$ cat config.mk
export PLATFORM = sky130hd
export DESIGN_NAME = tcdm_xbar
export DESIGN_NICKNAME = d
export VERILOG_FILES = /design/src/source/tcdm_pkg.sv /design/src/source/tcdm_xbar.sv
export SDC_FILE = /design/constraint.sdc
export NUM_CORES = 1
export LEC_CHECK = 0
export BUFFER_PORTS_ARGS = -buffer_cell sky130_fd_sc_hd__buf_4
export CELL_PAD_IN_SITES_DETAIL_PLACEMENT = 1
export CELL_PAD_IN_SITES_GLOBAL_PLACEMENT = 1
export CORE_AREA = 2 2 422 424
export CTS_CLUSTER_SIZE = 20
export DETAILED_ROUTE_END_ITERATION = 16
export DIE_AREA = 0 0 424 426
export PLACE_DENSITY_LB_ADDON = 0.12
export SETUP_SLACK_MARGIN = 0.02
export SYNTH_ARGS = -nofsm -noshare
export SYNTH_HDL_FRONTEND = slang
export SYNTH_SLANG_ARGS = --single-unit
$ cat constraint.sdc
create_clock -name clk_i -period 5.7 [get_ports clk_i]
set_input_delay 1.14 -clock clk_i [delete_from_list [all_inputs] [get_ports clk_i]]
set_output_delay 1.14 -clock clk_i [all_outputs]
set_load 0.1 [all_outputs]
$ cat src/source/tcdm_pkg.sv
// Package with TCDM cluster sizes, address field types and payload structs
package tcdm_pkg;

  // Cluster sizes
  localparam int unsigned NumCores      = 4;
  localparam int unsigned BankingFactor = 2;
  localparam int unsigned NumBanks      = NumCores * BankingFactor;
  localparam int unsigned DataWidth     = 32;
  localparam int unsigned BeWidth       = DataWidth / 8;
  localparam int unsigned AddrWidth     = 32;
  localparam int unsigned BankWords     = 64;
  localparam int unsigned FifoDepth     = 4;

  // Address fields, word interleaved across the banks
  localparam int unsigned ByteOffset   = $clog2(BeWidth);
  localparam int unsigned BankSel      = $clog2(NumBanks);
  localparam int unsigned RowWidth     = $clog2(BankWords);
  localparam int unsigned CoreIdxWidth = $clog2(NumCores);

  typedef logic [AddrWidth-1:0]    addr_t;
  typedef logic [DataWidth-1:0]    data_t;
  typedef logic [BeWidth-1:0]      be_t;
  typedef logic [BankSel-1:0]      bank_idx_t;
  typedef logic [RowWidth-1:0]     row_t;
  typedef logic [CoreIdxWidth-1:0] core_idx_t;

  // Core side
  typedef struct packed {
    addr_t addr;
    logic  we;
    data_t wdata;
    be_t   be;
  } tcdm_req_t;

  typedef struct packed {
    data_t rdata;
  } tcdm_resp_t;

  // Bank side, tagged with the requesting core
  typedef struct packed {
    row_t      row;
    logic      we;
    data_t     wdata;
    be_t       be;
    core_idx_t core_idx;
  } bank_req_t;

  typedef struct packed {
    data_t     rdata;
    core_idx_t core_idx;
  } bank_resp_t;

endpackage

$ cat src/source/tcdm_xbar.sv
// Crossbar with per-bank round-robin arbiters, bank request and response routing
module tcdm_xbar import tcdm_pkg::*; (
  input  logic                       clk_i,
  input  logic                       rst_n_i,
  // Request FIFO heads
  input  tcdm_req_t  [NumCores-1:0]  core_req_i,
  input  logic       [NumCores-1:0]  core_req_valid_i,
  output logic       [NumCores-1:0]  core_req_gnt_o,
  // Response FIFO space
  input  logic       [NumCores-1:0]  resp_space_i,
  // Banks
  output bank_req_t  [NumBanks-1:0]  bank_req_o,
  output logic       [NumBanks-1:0]  bank_req_valid_o,
  input  bank_resp_t [NumBanks-1:0]  bank_resp_i,
  input  logic       [NumBanks-1:0]  bank_resp_valid_i,
  // Responses towards the cores
  output tcdm_resp_t [NumCores-1:0]  core_resp_o,
  output logic       [NumCores-1:0]  core_resp_valid_o
);

  bank_idx_t [NumCores-1:0] core_bank;
  row_t      [NumCores-1:0] core_row;
  logic      [NumCores-1:0] core_eligible;
  core_idx_t [NumBanks-1:0] winner;
  core_idx_t [NumBanks-1:0] rr_ptr_q;

  // Bank and row decode
  always_comb begin
    for (int c = 0; c < NumCores; c++) begin
      core_bank[c] = core_req_i[c].addr[ByteOffset +: BankSel];
      core_row[c]  = core_req_i[c].addr[ByteOffset + BankSel +: RowWidth];
      // A read needs room for its response
      core_eligible[c] = core_req_valid_i[c] && (core_req_i[c].we || resp_space_i[c]);
    end
  end

  // Round-robin search starting at each bank's pointer
  always_comb begin
    core_idx_t idx;
    idx              = '0;
    winner           = '0;
    bank_req_valid_o = '0;
    core_req_gnt_o   = '0;
    for (int b = 0; b < NumBanks; b++) begin
      // Walk backwards so the first match after the pointer wins
      for (int k = NumCores - 1; k >= 0; k--) begin
        idx = rr_ptr_q[b] + core_idx_t'(k);
        if (core_eligible[idx] && (core_bank[idx] == bank_idx_t'(b))) begin
          winner[b]           = idx;
          bank_req_valid_o[b] = 1'b1;
        end
      end
      if (bank_req_valid_o[b]) begin
        core_req_gnt_o[winner[b]] = 1'b1;
      end
    end
  end

  // Winning request goes to its bank
  always_comb begin
    for (int b = 0; b < NumBanks; b++) begin
      bank_req_o[b].row      = core_row[winner[b]];
      bank_req_o[b].we       = core_req_i[winner[b]].we;
      bank_req_o[b].wdata    = core_req_i[winner[b]].wdata;
      bank_req_o[b].be       = core_req_i[winner[b]].be;
      bank_req_o[b].core_idx = winner[b];
    end
  end

  // Pointer moves one past the winner, wrapping over the core count
  always_ff @(posedge clk_i) begin
    if (!rst_n_i) begin
      rr_ptr_q <= '0;
    end else begin
      for (int b = 0; b < NumBanks; b++) begin
        if (bank_req_valid_o[b]) begin
          rr_ptr_q[b] <= winner[b] + 1'b1;
        end
      end
    end
  end

  // Responses steered by core index
  // One grant per core per cycle, so no two banks name the same core
  always_comb begin
    core_resp_o       = '0;
    core_resp_valid_o = '0;
    for (int b = 0; b < NumBanks; b++) begin
      if (bank_resp_valid_i[b]) begin
        core_resp_valid_o[bank_resp_i[b].core_idx]   = 1'b1;
        core_resp_o[bank_resp_i[b].core_idx].rdata   = bank_resp_i[b].rdata;
      end
    end
  end

endmodule

======== After elaboration in Yosys (flattened, before gate mapping) ========
Cells that the tools add are included.
word-level totals
  register bits after elaboration ......... 16
  latch bits .............................. 0
  RAM bits ................................ 0
  bits in read-only memories .............. 0
  input bits .............................. 566
  output and inout port bits .............. 504
  word-level logic and storage cells ...... 510
  memories ................................ 0
operators by class
  add/subtract/negate cells ............... 32
  multiply operators ...................... 0
  div/mod/pow operators ................... 0
  order comparisons ....................... 64
  eq/ne operators ......................... 28
  shifts and indexed selects .............. 0
  mux-type cells .......................... 303
  bitwise operators ....................... 15
  reductions and logical operators ........ 60
operators with widths
  operator             number
  $bmux 69 s2          8
  $mux 128             8
  $bwmux 128           7
  $demux 32 s2         8
  $mux 37              8
  $mux 32              8
  $bmux 3 s2           32
  $lt 2x3->1 const B   48
  $and 128x128->128    1
  $bmux 6 s2           8
  $mux 3               32
  $mux 1               80
  $bmux 1 s2           32
  $mux 2               32
  $mux 4               16
  $or 4x4->4           14
  $logic_and 1x1->1    52
  $eq 3x3->1 const B   16
  $mux 6               8
  $add 2x1->2 const B  16
  $add 2x2->2 const B  16
  $demux 1 s2          16
  $ge 2x1->1 const B   16
  $eq 3x2->1 const B   8
  3 further kinds      12

======== Logic depth before layout (Yosys ltp) ========
  depth in word-level cells ............... 28
  mapped depth ............................ 13
  gate-level depth less buffers ........... 10

======== Worst setup path after synthesis ========
OpenSTA, ideal clock, no wires.
  kind .................................... input port to output port
  start ................................... input port core_req_i[36] (netlist name)
  end ..................................... output port core_req_gnt_o[0]
  arrival ................................. 5.380 ns
  required time ........................... 4.560 ns
  setup slack ............................. -0.820 ns
  stages .................................. 7
  buffers on the path ..................... 2
  cell sequence ........................... buf_2 o21bai_1 or3_1 o21a_1 o22a_1 clkbuf_1 o311ai_1
RTL lines
  element             RTL line        text
  start: declaration  tcdm_xbar.sv:6  input tcdm_req_t [NumCores-1:0] core_req_i,
  end: declaration    tcdm_xbar.sv:8  output logic [NumCores-1:0] core_req_gnt_o,

==> results.md <==
- Status: complete, no violations
- Yosys top cell by area: mux4_2
- Peak supply drop: about 120 uV
- Post-synthesis sequential area ratio: under 10%
- #FFs+latches synth: 16
- Via/cell ratio: 4.71
- Period minus WS final: about 5.2 ns
- Number of DRC markers in iteration 0: 1712
- Critical Path End: bank_req_o[231]
- Hold Crit Class: register to register
- Top reg by flops: rr_ptr_q
- Post-Syn Area: 0.0177 sq mm
- Pre-antenna DRT Iters: 6
- First-pass GRT wire length: between 200 and 250 mm
- Crit Reg-Reg Endpoint: rr_ptr_q[11]
- Vias in the first global route: about 25000
- Synth cell types: 62
- Max frequency: 0.191 GHz
- H-tree depth: 1
- Port bufs: 977
- Reg-to-reg startpoint: rr_ptr_q[11]
- Largest net degree at the start of global routing: 66
- Post-place setup slack: 0.363 ns
- Final setup TNS: 0 ns
- Clock buffer count from CTS: 3
- EDFF count, synth: 0
- IO Count: around 1100
- Starting Density: approximately 10%
- Antenna-violating nets left: 0
- Area added between synthesis and finish: 61.7%
- Setup crit start: core_req_i[105]
- Fin util: between 10% and 20%
- Share of flip-flops with an asynchronous set or reset: 0%
- Power Density: between 200 and 250 mW/mm^2
- Ratio of cells with drive above 1 in the final layout: approximately 54%
- Unrepaired setup endpoints after global routing: false
- Final WL: between 150 and 200 mm
- CTS tree: done
- Crit path DAT: 4.09 ns
- Tot GR Track Use: 19.5%
- LEAKAGE: 0.0101 uW
- Ys flop type: dfxtp_1
- Final std cell area, no fill: ~0.029 sq mm
- Setup Skew: around 0.0014 ns
- Hold-fix buffers, CTS: 0
- Row count: ~150
- Synth area leaders: mux4_2, o221ai_1, a21oi_1
- Largest registers: rr_ptr_q: 16 flops
- Final non-filler cell total: around 5200
- # DRC: 0
- Chip width: ~420 microns
- Slew @ Worst Pin: between 1 and 1.5 ns
- Die area: approximately 0.18 sq mm
- CP endpoint kind: output port
- Setup slack, reg-to-reg: roughly 3.4 ns
- Global route total overflow: 0
- Root Buffer: clkbuf_16
- Reg2Reg Depth: 8
- Clk slew on worst S/H paths: roughly 0.060 ns
- Fin. max-slew vios: 0
- GP Congestion: 0.829
- Wire per inst: 35.9 microns
- Final worst slack: about 0.47 ns
- Max Cap Violations: 0
- Startpoint types: input pin
- Bufs on Longest Clock Path: 2
- Slew HR: about 22%
- Syn_nets: roughly 2600
- Final hold viol count: 0
- Final worst path period share: between 90% and 100%
- CP Max Fanout: 22
- Worst hold stages: 2
- Max reg flops: 16
- Post-CTS Resized: 0
- Syn Inst Count: 1957
- Synth Warn #: 0
- Worst-skew pair later-pin latency: around 0.26 ns
- Clock Sinks: 16
- Critical path type: input pin to output port
- Post-Place Cells: just over 5000
- Area post-placement: roughly 0.029 sq mm
- Top cell type's share of synthesized area: 43.7%
- Core area: around 0.18 sq mm
- Antenna violations before repair: 74
- Avg Cell Area, Syn: approximately 9.1 sq um
- Die Span Y: around 430 microns
- Final setup viols: 0
- CP required: 4.56 ns
- Post-DP HPWL: around 150 mm
- Post-CTS Setup Bufs: 0
- Vias: about 24000
- Fin nets: 3400
[worst min path at each step]
stage | startpoint | to
2_1_floorplan | rr_ptr_q[0] | rr_ptr_q[0]
3_3_place_gp | rr_ptr_q[0] | rr_ptr_q[0]
3_5_place_dp | rr_ptr_q[0] | rr_ptr_q[0]
4_1_cts | rr_ptr_q[0] | rr_ptr_q[0]
5_1_grt | rr_ptr_q[12] | rr_ptr_q[12]
6_report | rr_ptr_q[0] | rr_ptr_q[0]
[cells in the final DEF, fill, tap and decap left out, drive strengths merged, types with 9 or more instances in the layout]
master,count
a221o,93
dfxtp,16
nand2,117
a221oi,33
mux4,344
nand2b,12
a21oi,205
diode,41
nor2,179
and3b,9
a211oi,37
inv,29
o221ai,126
a22oi,37
o21ai,62
nor3,55
a311oi,96
buf,1102
or3,12
nand3,108
ha,28
[metrics by stage]
step / power, uW / hold slack, ns
2_1_floorplan: 4150 / 0.494
3_3_place_gp: 5970 / 0.535
3_5_place_dp: 5950 / 0.537
4_1_cts: 6120 / 0.545
5_1_grt: 6250 / 0.596
6_report: 6080 / 0.545
[metal layers]
layer,part of all wire (%),up-vias,GRT usage (%)
met2,54,1011,36.9
met5,0.072,-,0
met1,37,13000,21.8
met3,5.1,208,3.10
li1,-,10200,-
met4,3.5,20,6.80
[logic make-up after synthesis]
logic type	count (synthesis)	synth area share [%]
buffers and inverters	289	7.36
muxes	351	44.1
and+or+nand+nor	545	14.3
DFF	16	1.81
AOI/OAI and AO/OA	728	30.5
adders and majority gates	28	1.97
[critical path, stage by stage]
cell      delay [ns]
buf_4           0.14
o21ai_1         0.24
nor3_1          0.59
inv_1           0.16
a311oi_4        0.39
buf_12          0.30
buf_4           0.30
mux4_2          0.52
buf_4           0.27
[cell type report]
type | instances | area, sq um
fillers | 20700 | 147000
multi-input cells | 1652 | 16500
repair buffers | 1102 | 8670
well taps | 2340 | 2930
flip-flops and latches | 16 | 320
inverters | 31 | 120
diodes | 41 | 103
clock buffers | 3 | 75.1
[power breakdown]
| group | internal, uW | switching (uW) |
|---|---|---|
| sequential | 120 | 11.8 |
| combinational | 1400 | 4390 |
| clock | 92.9 | 58.8 |
| total | 1610 | 4460 |
[Yosys cell counts (33+ instances only)]
| cell type | instances |
|---|---|
| mux4_2 | 344 |
| a21oi_1 | 203 |
| clkbuf_1 | 178 |
| nor2_1 | 177 |
| o221ai_1 | 125 |
| nand2_1 | 117 |
| nand3_1 | 108 |
| a311oi_1 | 96 |
| a221o_1 | 93 |
| o21ai_0 | 57 |
| nor3_1 | 54 |
| a22oi_1 | 37 |
| a211oi_1 | 36 |
| a221oi_1 | 33 |
No activity file was read; power rests on OpenSTA's default activity.
