File: src/source/stream_fifo.sv
// Generic valid/ready FIFO with a type parameter and a space-ahead ready rule
module stream_fifo #(
  parameter type         payload_t = logic,
  parameter int unsigned Depth     = 4
) (
  input  logic     clk_i,
  input  logic     rst_n_i,
  input  payload_t data_i,
  input  logic     valid_i,
  output logic     ready_o,
  output payload_t data_o,
  output logic     valid_o,
  input  logic     ready_i
);

  localparam int unsigned PtrWidth   = $clog2(Depth);
  localparam int unsigned CntWidth   = $clog2(Depth + 1);
  localparam int unsigned ReadyLimit = Depth - 2;

  payload_t              mem_q [Depth];
  logic [PtrWidth-1:0]   wr_ptr_q;
  logic [PtrWidth-1:0]   rd_ptr_q;
  logic [CntWidth-1:0]   count_q;
  logic                  push;
  logic                  pop;

  // Ready keeps one slot in reserve for an item already on its way
  assign ready_o = (count_q <= ReadyLimit);
  assign valid_o = (count_q != '0);
  assign data_o  = mem_q[rd_ptr_q];

  // The reserve slot still takes an item while ready is low
  assign push = valid_i && (count_q != CntWidth'(Depth));
  assign pop  = valid_o && ready_i;

  always_ff @(posedge clk_i) begin
    if (push) begin
      mem_q[wr_ptr_q] <= data_i;
    end
  end

  always_ff @(posedge clk_i) begin
    if (!rst_n_i) begin
      wr_ptr_q <= '0;
      rd_ptr_q <= '0;
      count_q  <= '0;
    end else begin
      if (push) begin
        wr_ptr_q <= (wr_ptr_q == PtrWidth'(Depth - 1)) ? '0 : wr_ptr_q + 1'b1;
      end
      if (pop) begin
        rd_ptr_q <= (rd_ptr_q == PtrWidth'(Depth - 1)) ? '0 : rd_ptr_q + 1'b1;
      end
      case ({push, pop})
        2'b10:   count_q <= count_q + 1'b1;
        2'b01:   count_q <= count_q - 1'b1;
        default: count_q <= count_q;
      endcase
    end
  end

endmodule

File: config.mk
export PLATFORM = sky130hd
export DESIGN_NAME = stream_fifo
export DESIGN_NICKNAME = d
export VERILOG_FILES = /design/src/source/stream_fifo.sv
export SDC_FILE = /design/constraint.sdc
export NUM_CORES = 1
export LEC_CHECK = 0
export BUFFER_PORTS_ARGS = -buffer_cell sky130_fd_sc_hd__buf_2
export CORE_AREA = 2 2 39 41
export CTS_BUF_LIST = sky130_fd_sc_hd__clkbuf_8
export DETAILED_ROUTE_END_ITERATION = 8
export DIE_AREA = 0 0 41 43
export PLACE_DENSITY = 0.78
export SLEW_MARGIN = 20
export SYNTH_ARGS = -nofsm -noshare
export SYNTH_HDL_FRONTEND = slang
export SYNTH_SLANG_ARGS = --single-unit
File: constraint.sdc
create_clock -name clk_i -period 2.25 [get_ports clk_i]
set_clock_uncertainty 0.1 [all_clocks]
set_input_delay 0.1125 -clock clk_i [delete_from_list [all_inputs] [get_ports clk_i]]
set_output_delay 0.1125 -clock clk_i [all_outputs]
set_load 0.005 [all_outputs]
# Yosys cells after proc, flatten, opt, wreduce, memory -nomap -nowiden
# Memory sizes are Yosys's and may differ from the RTL's. A register that Yosys moved wholly into a read port is not among the register bits.
# Cells that the tools add are included.
dict set report op_classes {
  n_addsub 4
  n_lt_le_gt_ge 1
  n_eq_ne 5
  mux 7
  reduce_logical 4
}
# op n
set ops {}
lappend ops {{$mux W2} 4}
lappend ops {{$eq A2 B2 Y1 const B} 3}
lappend ops {{$pmux W3 S2} 1}
lappend ops {{$add A2 B1 Y2 const B} 2}
lappend ops {{$add A3 B1 Y3 const B} 1}
lappend ops {{$le A3 B2 Y1 const B} 1}
lappend ops {{$ne A3 B3 Y1 const B} 1}
lappend ops {{$reduce_bool A3 Y1} 1}
lappend ops {{$sub A3 B1 Y3 const B} 1}
lappend ops {{$eq A2 B1 Y1 const B} 1}
lappend ops {{$logic_and A1 B1 Y1} 2}
lappend ops {{$mux W1} 2}
lappend ops {{$reduce_bool A2 Y1} 1}
dict set report totals {
  register_bits 7
  mem_bits_rw 4
  input_bits 5
  out_inout_bits 3
  mem_count 1
}
# name depth width rd rd_clocked_by_memory_dff wr line_no
set mem_list {}
lappend mem_list {mem_q 4 1 1 1 1 20} ;# payload_t mem_q [Depth];

# Depth between registers and ports, before layout
# Gate-level depths: netlist of run 1.
dict set report depth {
  word_depth 4
  mapped_depth 9
  ltp_nobuf 9
}

# Worst setup path before layout of run 1
# Ideal clock, no wire load.
dict set report synth_path {
  path_kind {register to register}
  startpoint {register count_q[2]}
  endpoint {register count_q[2]}
  setup_time_ps 76
  arrival_ps 2234
  required_time_ps 2074
  setup_slack_ps -159
  path_stages_with_launch 10
  n_path_buf 0
  cell_sequence {dfxtp_1 -> or3b_4 -> and2_4 -> inv_1 -> ha_1 -> inv_1 -> fa_1 -> xor2_1 -> or3_2 -> a21boi_0}
}
dict set report synth_via {
  elab_chain_len 4
  word_cells_on_any_way 10
  classes_between {add/sub (2); eq/ne (3); mux (1); reduce/logical (4)}
}
# element line_no
set synth_rtl {}
lappend synth_rtl {{from (decl)} 23} ;# logic [CntWidth-1:0] count_q;
lappend synth_rtl {{from (signal assigned)} 55} ;# 2'b10: count_q <= count_q + 1'b1;
lappend synth_rtl {{from (signal assigned)} 56} ;# 2'b01: count_q <= count_q - 1'b1;
lappend synth_rtl {{from (signal assigned)} 57} ;# default: count_q <= count_q;
lappend synth_rtl {{$ne A3 B3 Y1 / $reduce_bool A3 Y1 (equally long branches)} {33, 29}}
lappend synth_rtl {{$logic_and A1 B1 Y1, on equally long branches} {33, 34}}
lappend synth_rtl {{$eq A2 B1 Y1 / $eq A2 B2 Y1 (equally long branches)} 54} ;# case ({push, pop})
lappend synth_rtl {{$pmux W3 S2 / $reduce_bool A2 Y1 (equally long branches)} --}
# Parallel ways exist; a longest one is shown, timed or not.
# A chain may end at the register's enable or synchronous reset.

# Worst setup path after layout of run 1
dict set report layout_path {
  startpoint {register count_q[0]}
  endpoint {register count_q[2]}
}
# The elaborated chain is that of the path after synthesis.

==> impl_metrics.py, run 1 <==
metrics = {
    "logic_synthesis": {
        "synth_largest_type_area_fraction_pct": 28.0,
        "synth.largest_area_cell": "sky130_fd_sc_hd__dfxtp_1",
        "yosysWarnings": 0,
        "synth.ff_latch_count": 13,
        "mappedNetlistNets": 73,
        "synth.distinct_cells": 23,
        "synthesized_instance_count": 61,
        "ys_seq_area_share_pct": 46.6,
        "syn_area_um2": 644,
        "synth-async-reset-ratio_pct": 0,
        "synth.most_common_cell": "sky130_fd_sc_hd__dfxtp_1",
        "synth_top_cells_by_area": "sky130_fd_sc_hd__dfxtp_1, sky130_fd_sc_hd__edfxtp_1, sky130_fd_sc_hd__ha_1",
        "synthFlopType": "sky130_fd_sc_hd__dfxtp_1",
        "ys_top_cells_by_count": "sky130_fd_sc_hd__dfxtp_1, sky130_fd_sc_hd__inv_1, sky130_fd_sc_hd__ha_1, sky130_fd_sc_hd__nand2_1, sky130_fd_sc_hd__o21ai_0",
        "syn-mean-instance-area_um2": 10.6,
        "synth-edff-count": 4,
    },
    "placed_design": {
        "placed_cells_incl_taps": 88,
        "place_congestion": 0.793,
        "numPortBuffers": 7,
    },
    "timing": {
        "fin_setup_tns_ps": 0,
        "slew-limit-headroom_pct": 76.8,
        "grt_setup_unrepaired": "yes",
        "tightest_slew_ps": 345,
        "max_freq_mhz": 458,
        "post-route-min-period_ps": 2180,
        "finalSetupViolations": 0,
        "timing.final.crit_share_pct": 97.0,
        "hold_viol": 0,
        "holdWs_ps": 111,
        "final_max_slew_viol_count": 0,
    },
    "grt": {
        "use_met1_pct": 17.1,
        "grt_start_max_net_pins": 12,
        "groute.layer.met2.usage_pct": 24.1,
        "grt-ovfl-total": 0,
        "first_global_vias": 455,
        "grt_use_total_pct": 15.1,
        "first_pass_grt_wire_length_um": 1770,
        "grt.busiest_layer": "met2",
        "antenna_found_initial": 0,
        "groute.layer.met3.usage_pct": 6.28,
    },
    "setup_path": {
        "crit_path_start_kind": "register",
        "worst-endpoint-arrival_ps": 2250,
        "crit_path_end_kind": "register",
        "cp_common_cell": "sky130_fd_sc_hd__inv_2",
        "regToRegEndpoint": "count_q[2]$_SDFFE_PN0P_",
        "worst_path_max_delay_cell": "sky130_fd_sc_hd__or3b_4",
        "crit-reg2reg-launch": "count_q[0]$_SDFFE_PN0P_",
        "worst_path_largest_cell_delay_ps": 390,
        "crit_path_cell_trace": "or3b_4 > and2_4 > inv_2 > ha_4 > inv_2 > fa_2 > xor2_2 > or3_4 > a21boi_1",
        "worst-r2r-cell-count": 9,
        "crit_fanout": 2,
        "timing_worst_setup_path_type": "register to register",
        "regToRegSetupSlack_ps": 70,
        "worst-endpoint-required_ps": 2320,
    },
    "floorplan": {
        "die-width_um": 41,
        "die_height_um": 43,
        "floorplan.core_area_um2": 1380,
        "row_count": 14,
        "floorplan.initialDensity_pct": 46.6,
        "design.die.area_um2": 1760,
        "boundaryPins": 8,
    },
    "layout": {
        "layout-drive-gt1-share_pct": 41.8,
        "finalNetCount": 92,
        "fillCellCount": 124,
        "area.sequential_um2": 303,
        "utilization_pct": 60.1,
        "footprint_of_the_multi_input_gates_um2": 340,
        "fin_cells": 95,
        "area_growth_pct": 29.1,
        "n_antenna_cell": 0,
    },
    "clock_network": {
        "worst_skew_pair.late_latency_ps": 240,
        "clkSlewWorstSetupHoldPaths_ps": 50,
        "cts_tree": "built",
        "cts_buffers": 3,
        "max-clock-path-buffers": 2,
        "h_tree_lvl_count": 1,
        "clock-sinks": 13,
        "cts-root-buf": "sky130_fd_sc_hd__clkbuf_8",
    },
    "drt": {
        "antenna_violating_nets_post_route": 0,
        "drt-wirelength-per-cell_um": 11.0,
        "detailedRoute.firstPassIterationCount": 4,
        "drt_iter0_drc": 4,
        "detail_route.vias_per_cell": 4.93,
        "overall_routed_net_length_um": 1050,
        "dr_vias": 468,
        "route.detailed.drc": 0,
    },
    "min_path": {
        "timing.hold.worst_endpoint": "count_q[2]$_SDFFE_PN0P_",
        "timing.hold.worst_path_depth": 2,
        "hp-start": "rst_n_i",
        "worst_hold_class": "primary input to register",
    },
    "power_and_ir_drop": {
        "power.static_leakage_nw": 0.366,
        "irDropWorstVdd_uv": 731,
        "p_total_uw": 938,
        "pwr_density_cell_nw_per_um2": 1130,
    },
    "status": {
        "result_of_the_run": "completed",
    },
    "run": {
        "max_cap_viol_count": 0,
    },
}
stage by stage:
| stage | setup WS [ps] | cell area [um^2] |
|---|---|---|
| floorplan | 55.5 | 666 |
| global placement | 66.2 | 754 |
| detailed placement | 46.1 | 754 |
| CTS | 25.0 | 810 |
| global route | -10.5 | 832 |
| finish | 68.0 | 832 |
worst max-delay path by stage:
| stage | depth (start not counted) | startpoint | endpoint |
|---|---|---|---|
| finish | 9 | count_q[0]$_SDFFE_PN0P_ | count_q[2]$_SDFFE_PN0P_ |
| global route | 9 | count_q[0]$_SDFFE_PN0P_ | count_q[2]$_SDFFE_PN0P_ |
| CTS | 9 | count_q[0]$_SDFFE_PN0P_ | count_q[2]$_SDFFE_PN0P_ |
| detailed placement | 9 | count_q[0]$_SDFFE_PN0P_ | count_q[2]$_SDFFE_PN0P_ |
| global placement | 9 | count_q[0]$_SDFFE_PN0P_ | count_q[2]$_SDFFE_PN0P_ |
| floorplan | 9 | count_q[0]$_SDFFE_PN0P_ | count_q[2]$_SDFFE_PN0P_ |
cells in the final DEF, fill, tap and decap left out, types with 2 or more instances in the layout:
cell type	count
sky130_fd_sc_hd__inv_2	2
sky130_fd_sc_hd__nor2_1	2
sky130_fd_sc_hd__clkbuf_8	3
sky130_fd_sc_hd__dfxtp_1	7
sky130_fd_sc_hd__nand2_1	6
sky130_fd_sc_hd__o21ai_0	5
sky130_fd_sc_hd__buf_2	7
sky130_fd_sc_hd__and3_2	4
sky130_fd_sc_hd__buf_4	7
sky130_fd_sc_hd__nand3_1	2
sky130_fd_sc_hd__and2_1	2
sky130_fd_sc_hd__edfxtp_1	4
sky130_fd_sc_hd__inv_1	6
sky130_fd_sc_hd__dfxtp_2	2
sky130_fd_sc_hd__ha_1	5
kinds of logic after synthesis:
kind of cell / Yosys count / share of synthesized area (%)
xor+xnor: 2 / 2.72
simple gates: 21 / 19.2
mux: 2 / 5.05
flops: 13 / 46.6
buf+inv: 8 / 4.66
fa+ha+maj: 7 / 14.8
compound gates: 8 / 6.99
critical path: cells and delay by family (launching register included):
kind	cells	cell delay (ps)
xor+xnor	1	160
flops	1	310
buf+inv	2	90
compound gates	1	130
simple gates	3	860
fa+ha+maj	2	460
area by class of cell:
| class | instances | share of cell area (%) |
|---|---|---|
| repair buffers | 15 | 11.7 |
| multi-input cells | 40 | 40.9 |
| clock inverters | 1 | 0.451 |
| flip-flops and latches | 13 | 36.4 |
| inverters | 7 | 3.16 |
| well taps | 16 | 2.41 |
| clock buffers | 3 | 4.96 |
power breakdown:
part	internal (mW)	leakage (nW)	switching, mW
clock network	0.120	0.0269	0.0767
logic	0.226	0.228	0.180
registers	0.303	0.111	0.0322
timing repair:
action	in CTS	in global routing
buffers inserted	0	2
endpoints found under the setup margin	0	1
hold buffers	1	0
endpoints found under the hold margin	4	0
gates resized for setup	0	1
per-layer routing:
layer / up-vias / wire length [um]
li1: 242 / -
met1: 216 / 464
met2: 10 / 544
met3: 0 / 36
met4: 0 / 0
met5: - / 0
Note: power is estimated with default switching activity, not from simulation.
==> inputs of run 2 (changes only) <==
--- a/config.mk
+++ b/config.mk
@@ -10,7 +10,7 @@
 export CTS_BUF_LIST = sky130_fd_sc_hd__clkbuf_8
 export DETAILED_ROUTE_END_ITERATION = 8
 export DIE_AREA = 0 0 41 43
-export PLACE_DENSITY = 0.78
+export PLACE_DENSITY = 0.75
 export SLEW_MARGIN = 20
 export SYNTH_ARGS = -nofsm -noshare
 export SYNTH_HDL_FRONTEND = slang
==> constraint.sdc (replaced) <==
create_clock -name clk_i -period 2.8 [get_ports clk_i]
set_clock_uncertainty 0.1 [all_clocks]
set_input_delay 0.56 -clock clk_i [delete_from_list [all_inputs] [get_ports clk_i]]
set_output_delay 0.56 -clock clk_i [all_outputs]
set_load 0.005 [all_outputs]
==> run 2 against run 1 <==
  * Via count fell by 6.0%
  * Combinational power shrank 46%
  * Global-route usage down 1.3 points
  * Critical path type unchanged
  * Critical endpoint unchanged
  * Largest cell class unchanged
==> impl_metrics.py, run 2 (synthesis results as in run 1) <==
metrics = {
    "floorplan": {
        "floorplan.core_area_um2": 1380,
        "boundaryPins": 8,
        "die-width_um": 41,
        "design.die.area_um2": 1760,
        "die_height_um": 43,
        "floorplan.initialDensity_pct": 46.6,
        "row_count": 14,
    },
    "run": {
        "max_cap_viol_count": 0,
    },
    "grt": {
        "use_met1_pct": 15.1,
        "groute.layer.met3.usage_pct": 7.85,
        "grt_start_max_net_pins": 12,
        "grt.busiest_layer": "met2",
        "groute.layer.met2.usage_pct": 20.0,
        "first_global_vias": 404,
        "first_pass_grt_wire_length_um": 1560,
        "grt-ovfl-total": 0,
        "grt_use_total_pct": 13.8,
        "antenna_found_initial": 0,
    },
    "layout": {
        "finalNetCount": 84,
        "area_growth_pct": 15.0,
        "mostFrequentLayoutCell": "sky130_fd_sc_hd__dfxtp_1",
        "layout.cells.most_common_list": "sky130_fd_sc_hd__dfxtp_1, sky130_fd_sc_hd__inv_1, sky130_fd_sc_hd__buf_2, sky130_fd_sc_hd__nand2_1, sky130_fd_sc_hd__ha_1",
        "layout-drive-gt1-share_pct": 26.8,
        "n_antenna_cell": 0,
    },
    "setup_path": {
        "timing_worst_setup_path_type": "register to register",
        "worst_path_largest_cell_delay_ps": 430,
        "worst-endpoint-arrival_ps": 2640,
        "setup.worst_path.start": "count_q[2]$_SDFFE_PN0P_",
        "crit_path_end_kind": "register",
        "worst_path_max_delay_cell": "sky130_fd_sc_hd__or3b_4",
        "cp_common_cell": "sky130_fd_sc_hd__inv_1",
        "family_with_the_most_delay_on_the_worst_path": "simple AND/OR/NAND/NOR gates",
        "worst-endpoint-required_ps": 2860,
        "crit_buf_inv": 2,
        "crit_path_cell_trace": "or3b_4 > and2_4 > inv_1 > ha_1 > inv_1 > fa_1 > xor2_1 > or3_2 > a21boi_0",
        "crit_fanout": 6,
        "crit-reg2reg-launch": "count_q[2]$_SDFFE_PN0P_",
        "crit_path_start_kind": "register",
    },
    "placed_design": {
        "place_congestion": 0.742,
        "place_hpwl_um": 711,
        "numPortBuffers": 7,
    },
    "timing": {
        "final_max_slew_viol_count": 0,
        "timing.final.crit_share_pct": 91.9,
        "finalSetupViolations": 0,
        "fin_setup_tns_ps": 0,
        "grt_setup_unrepaired": "no",
        "hold_viol": 0,
        "post-route-min-period_ps": 2570,
        "slew-limit-headroom_pct": 66.6,
        "max_freq_mhz": 389,
        "tightest_slew_ps": 496,
    },
    "drt": {
        "overall_routed_net_length_um": 890,
        "route.detailed.drc": 0,
        "detailedRoute.firstPassIterationCount": 2,
        "drt_iter0_drc": 1,
        "dr_vias": 440,
        "drt-wirelength-per-cell_um": 10.2,
        "antenna_violating_nets_post_route": 0,
        "detail_route.vias_per_cell": 5.06,
    },
    "clock_network": {
        "clock-sinks": 13,
        "cts_tree": "built",
        "ctsHoldBuffers": 0,
        "cts_repair_resize_count": 0,
        "max-clock-path-buffers": 2,
        "h_tree_lvl_count": 1,
        "clkSlewWorstSetupHoldPaths_ps": 50,
        "worst_skew_pair.late_latency_ps": 240,
        "cts_buffers": 3,
        "cts-root-buf": "sky130_fd_sc_hd__clkbuf_8",
        "post-cts-setup-buffers": 0,
    },
    "power_and_ir_drop": {
        "pwr_density_cell_nw_per_um2": 898,
        "p_total_uw": 665,
        "irDropWorstVdd_uv": 503,
        "power.static_leakage_nw": 0.324,
    },
    "min_path": {
        "worst_hold_class": "register to register",
        "hp-start": "wr_ptr_q[1]$_SDFFE_PN0P_",
    },
    "status": {
        "result_of_the_run": "completed",
    },
}
==> run 2: cell types whose count changed in the layout (fill, tap and decap cells not counted), sizes merged <==
cell / before / now
buf: 14 / 7
dlygate4sd3: 1 / 0
==> run 2: path summary, 6_finish.rpt <==
check / to / slack (ps) / cells after the start
setup / recovery: count_q[2]$_SDFFE_PN0P_ / 230 / 9
hold / removal: wr_ptr_q[1]$_SDFFE_PN0P_ / 400 / 2
setup reg to reg: count_q[2]$_SDFFE_PN0P_ / 230 / 9
hold reg to reg: wr_ptr_q[1]$_SDFFE_PN0P_ / 400 / 2
==> run 2: power by group <==
| group | switching [mW] | total, mW | internal (mW) |
|---|---|---|---|
| Clock | 0.0656 | 0.162 | 0.0968 |
| Sequential | 0.0425 | 0.284 | 0.241 |
| Combinational | 0.100 | 0.219 | 0.118 |
==> run 2: layout make-up <==
| type | count | area, um^2 |
|---|---|---|
| well taps | 16 | 20.0 |
| clock inverters | 1 | 3.75 |
| clock buffers | 3 | 41.3 |
| flip-flops and latches | 13 | 300 |
| inverters | 7 | 26.3 |
| multi-input cells | 40 | 314 |
| repair buffers | 7 | 35.0 |
| fillers | 138 | 643 |
==> run 2: stage by stage <==
step                area, um^2  hold WS [ps]  util, %  worst slack (ps)  instances
CTS                        741           406     53.5               211         87
global placement           696           388     50.3               290         83
detailed placement         696           398     50.3               229         83
global route               741           435     53.5              74.5         87
finish                     741           397     53.5               227         87
floorplan                  644           368        -               391         61
==> run 2: worst register-to-register path, cell delays in order (launching register included) <==
cell	delay, ps
sky130_fd_sc_hd__dfxtp_1	380
sky130_fd_sc_hd__or3b_4	430
sky130_fd_sc_hd__and2_4	180
sky130_fd_sc_hd__inv_1	50
sky130_fd_sc_hd__ha_1	180
sky130_fd_sc_hd__inv_1	60
sky130_fd_sc_hd__fa_1	370
sky130_fd_sc_hd__xor2_1	150
sky130_fd_sc_hd__or3_2	400
sky130_fd_sc_hd__a21boi_0	190
==> run 2: layer usage <==
metal	wire length, um	vias up
li1	-	228
met1	384	202
met2	433	6
met3	40	4
met4	31	0
met5	0	-
==> inputs of run 3 (changes only) <==
--- a/config.mk
+++ b/config.mk
@@ -5,12 +5,13 @@
 export SDC_FILE = /design/constraint.sdc
 export NUM_CORES = 1
 export LEC_CHECK = 0
+export ABC_AREA = 1
 export BUFFER_PORTS_ARGS = -buffer_cell sky130_fd_sc_hd__buf_2
 export CORE_AREA = 2 2 39 41
 export CTS_BUF_LIST = sky130_fd_sc_hd__clkbuf_8
 export DETAILED_ROUTE_END_ITERATION = 8
 export DIE_AREA = 0 0 41 43
-export PLACE_DENSITY = 0.75
+export PLACE_DENSITY = 0.77
 export SLEW_MARGIN = 20
 export SYNTH_ARGS = -nofsm -noshare
 export SYNTH_HDL_FRONTEND = slang
==> run 3 against run 2 <==
  * First-iteration DRC count grew to 7.0 times the previous value
  * Critical endpoint unchanged
  * Largest power group unchanged
  * Total power grew 6.1%
  * Sequential share of layout area shrank 1.1 points
==> impl_metrics.py, run 3 <==
metrics = {
    "status": {
        "result_of_the_run": "completed",
    },
    "power_and_ir_drop": {
        "p_total_uw": 706,
        "power.clock.fraction_pct": 23.1,
        "net_switching_fraction_of_the_power_pct": 36.4,
        "share_seq_of_total_power_pct": 40.1,
        "power.static_leakage_nw": 0.371,
        "irDropWorstVdd_uv": 465,
        "pwr_density_cell_nw_per_um2": 928,
        "net_load_switching_power_uw": 257,
        "pwr-share-comb_pct": 36.8,
        "power_report.internal_total_uw": 449,
    },
    "layout": {
        "finalNetCount": 105,
        "fillCellCount": 121,
        "area.sequential_um2": 300,
        "footprint_of_the_multi_input_gates_um2": 300,
        "area_growth_pct": 15.2,
        "finish.instance_area_um2": 761,
        "fin_cells": 108,
        "layout-drive-gt1-share_pct": 17.4,
        "mostFrequentLayoutCell": "sky130_fd_sc_hd__nor2_1",
        "layout.cells.most_common_list": "sky130_fd_sc_hd__nor2_1, sky130_fd_sc_hd__inv_1, sky130_fd_sc_hd__nand2_1, sky130_fd_sc_hd__dfxtp_1, sky130_fd_sc_hd__buf_2",
        "n_antenna_cell": 0,
    },
    "logic_synthesis": {
        "ys_seq_area_share_pct": 45.5,
        "synth.distinct_cells": 16,
        "synth-edff-count": 4,
        "ys_top_cells_by_count": "sky130_fd_sc_hd__nor2_1, sky130_fd_sc_hd__inv_1, sky130_fd_sc_hd__nand2_1, sky130_fd_sc_hd__dfxtp_1, sky130_fd_sc_hd__ha_1",
        "syn-mean-instance-area_um2": 8.16,
        "synth.ff_latch_count": 13,
        "synth_largest_type_area_fraction_pct": 27.3,
        "synthesized_instance_count": 81,
        "yosysWarnings": 0,
        "synthFlopType": "sky130_fd_sc_hd__dfxtp_1",
        "syn_area_um2": 661,
        "synth_top_cells_by_area": "sky130_fd_sc_hd__dfxtp_1, sky130_fd_sc_hd__edfxtp_1, sky130_fd_sc_hd__ha_1",
        "synth.largest_area_cell": "sky130_fd_sc_hd__dfxtp_1",
        "synth-async-reset-ratio_pct": 0,
        "synth.most_common_cell": "sky130_fd_sc_hd__nor2_1",
        "mappedNetlistNets": 93,
    },
    "drt": {
        "drt-wirelength-per-cell_um": 8.74,
        "detail_route.vias_per_cell": 4.49,
        "detailedRoute.firstPassIterationCount": 4,
        "antenna_violating_nets_post_route": 0,
        "overall_routed_net_length_um": 944,
        "drt_iter0_drc": 7,
        "route.detailed.drc": 0,
        "dr_vias": 485,
    },
    "clock_network": {
        "h_tree_lvl_count": 1,
        "ctsHoldBuffers": 0,
        "cts_buffers": 3,
        "clock-sinks": 13,
        "post-cts-setup-buffers": 0,
        "worst_skew_pair.late_latency_ps": 240,
        "cts-root-buf": "sky130_fd_sc_hd__clkbuf_8",
        "cts_tree": "built",
        "clkSlewWorstSetupHoldPaths_ps": 60,
        "max-clock-path-buffers": 2,
        "cts_repair_resize_count": 0,
    },
    "grt": {
        "first_global_vias": 405,
        "grt-ovfl-total": 0,
        "antenna_found_initial": 0,
        "first_pass_grt_wire_length_um": 1610,
        "grt_use_total_pct": 14.4,
        "grt_start_max_net_pins": 10,
    },
    "placed_design": {
        "placed_cells_incl_taps": 104,
        "place_hpwl_um": 721,
        "numPortBuffers": 7,
        "place_congestion": 0.729,
        "post_dp_cell_area_um2": 716,
    },
    "floorplan": {
        "floorplan.initialDensity_pct": 47.7,
        "floorplan.core_area_um2": 1380,
        "boundaryPins": 8,
        "die-width_um": 41,
        "design.die.area_um2": 1760,
        "die_height_um": 43,
        "row_count": 14,
    },
    "timing": {
        "holdWs_ps": 429,
        "tightest_slew_ps": 176,
        "post-route-min-period_ps": 1810,
        "max_freq_mhz": 553,
        "timing.final.crit_share_pct": 64.6,
        "fin_setup_tns_ps": 0,
        "slew-limit-headroom_pct": 88.2,
        "final_max_slew_viol_count": 0,
        "finalSetupViolations": 0,
        "hold_viol": 0,
        "grt_setup_unrepaired": "no",
    },
    "setup_path": {
        "path_depth": 12,
        "worst-endpoint-arrival_ps": 1850,
        "worst_path_max_delay_cell": "sky130_fd_sc_hd__fa_1",
        "crit_buf_inv": 3,
        "family_with_the_most_delay_on_the_worst_path": "simple AND/OR/NAND/NOR gates",
        "crit_fanout": 9,
        "worst-r2r-cell-count": 12,
        "regToRegSetupSlack_ps": 990,
        "timing_worst_setup_path_type": "register to register",
        "worst_path_largest_cell_delay_ps": 380,
        "crit_path_end_kind": "register",
        "regToRegEndpoint": "count_q[2]$_SDFFE_PN0P_",
        "worst-endpoint-required_ps": 2840,
        "crit_path_start_kind": "register",
        "crit_path_cell_trace": "nor2_2 > nand2_2 > nand2_4 > ha_1 > inv_1 > fa_1 > inv_1 > nand2_1 > nand3_1 > nand2_1 > inv_1 > nor2_1",
        "crit-reg2reg-launch": "count_q[1]$_SDFFE_PN0P_",
        "cp_common_cell": "sky130_fd_sc_hd__inv_1",
    },
    "min_path": {
        "timing.hold.worst_path_depth": 2,
        "hp-start": "rd_ptr_q[1]$_SDFFE_PN0P_",
        "worst_hold_class": "register to register",
    },
    "run": {
        "max_cap_viol_count": 0,
    },
}
==> run 3: how the worst max path moves through the flow <==
stage,endpoint,slack (ps),from
floorplan,count_q[2]$_SDFFE_PN0P_,1090,valid_i
global placement,count_q[2]$_SDFFE_PN0P_,900,ready_i
detailed placement,count_q[2]$_SDFFE_PN0P_,870,ready_i
CTS,count_q[2]$_SDFFE_PN0P_,980,count_q[1]$_SDFFE_PN0P_
global route,count_q[2]$_SDFFE_PN0P_,860,count_q[2]$_SDFFE_PN0P_
finish,count_q[2]$_SDFFE_PN0P_,990,count_q[1]$_SDFFE_PN0P_
==> run 3: power by group through the flow <==
stage	clock network (mW)	registers, mW	logic (mW)
4_1_cts	0.167	0.283	0.261
5_1_grt	0.176	0.291	0.306
6_report	0.163	0.283	0.260
3_5_place_dp	0	0.287	0.260
3_3_place_gp	0	0.286	0.253
2_1_floorplan	0	0.278	0.201
==> run 3: worst register-to-register path, delay by kind of cell (launching register included) <==
kind                       cells  cell delay (ps)
buffers and inverters          3              170
and+or+nand+nor                7              560
adders and majority gates      2              550
DFF                            1              330
==> run 3: cells by family (layout without fill, tap and decap cells) <==
kind of cell	count (synthesis)	count (layout)	share of synthesized area, %
AO/OA/AOI/OAI	9	9	6.82
adder cells (fa/ha/maj)	7	7	14.4
buffers and inverters	16	27	9.09
flip-flops	13	13	45.5
AND/OR/NAND/NOR	36	36	24.2
==> run 3: cell type report <==
type / count / share of cell area [%]
multi-input cells: 52 / 39.5
flip-flops and latches: 13 / 39.5
repair buffers: 7 / 4.61
clock inverters: 1 / 0.493
inverters: 16 / 7.89
well taps: 16 / 2.63
clock buffers: 3 / 5.43
==> run 3: stage by stage <==
| stage | utilization [%] | worst slack (ps) |
|---|---|---|
| after global routing | 55.0 | 859 |
| final | 55.0 | 990 |
| after global placement | 51.7 | 900 |
| after floorplan | - | 1090 |
| after CTS | 55.0 | 983 |
| after detailed placement | 51.7 | 869 |
==> run 3: layer usage <==
layer / GRT usage [%] / vias to the layer above / routed length [um]
li1: - / 270 / -
met1: 17.5 / 205 / 473
met2: 19.4 / 6 / 416
met3: 3.14 / 4 / 23
met4: 14.0 / 0 / 30
met5: 0 / - / 0
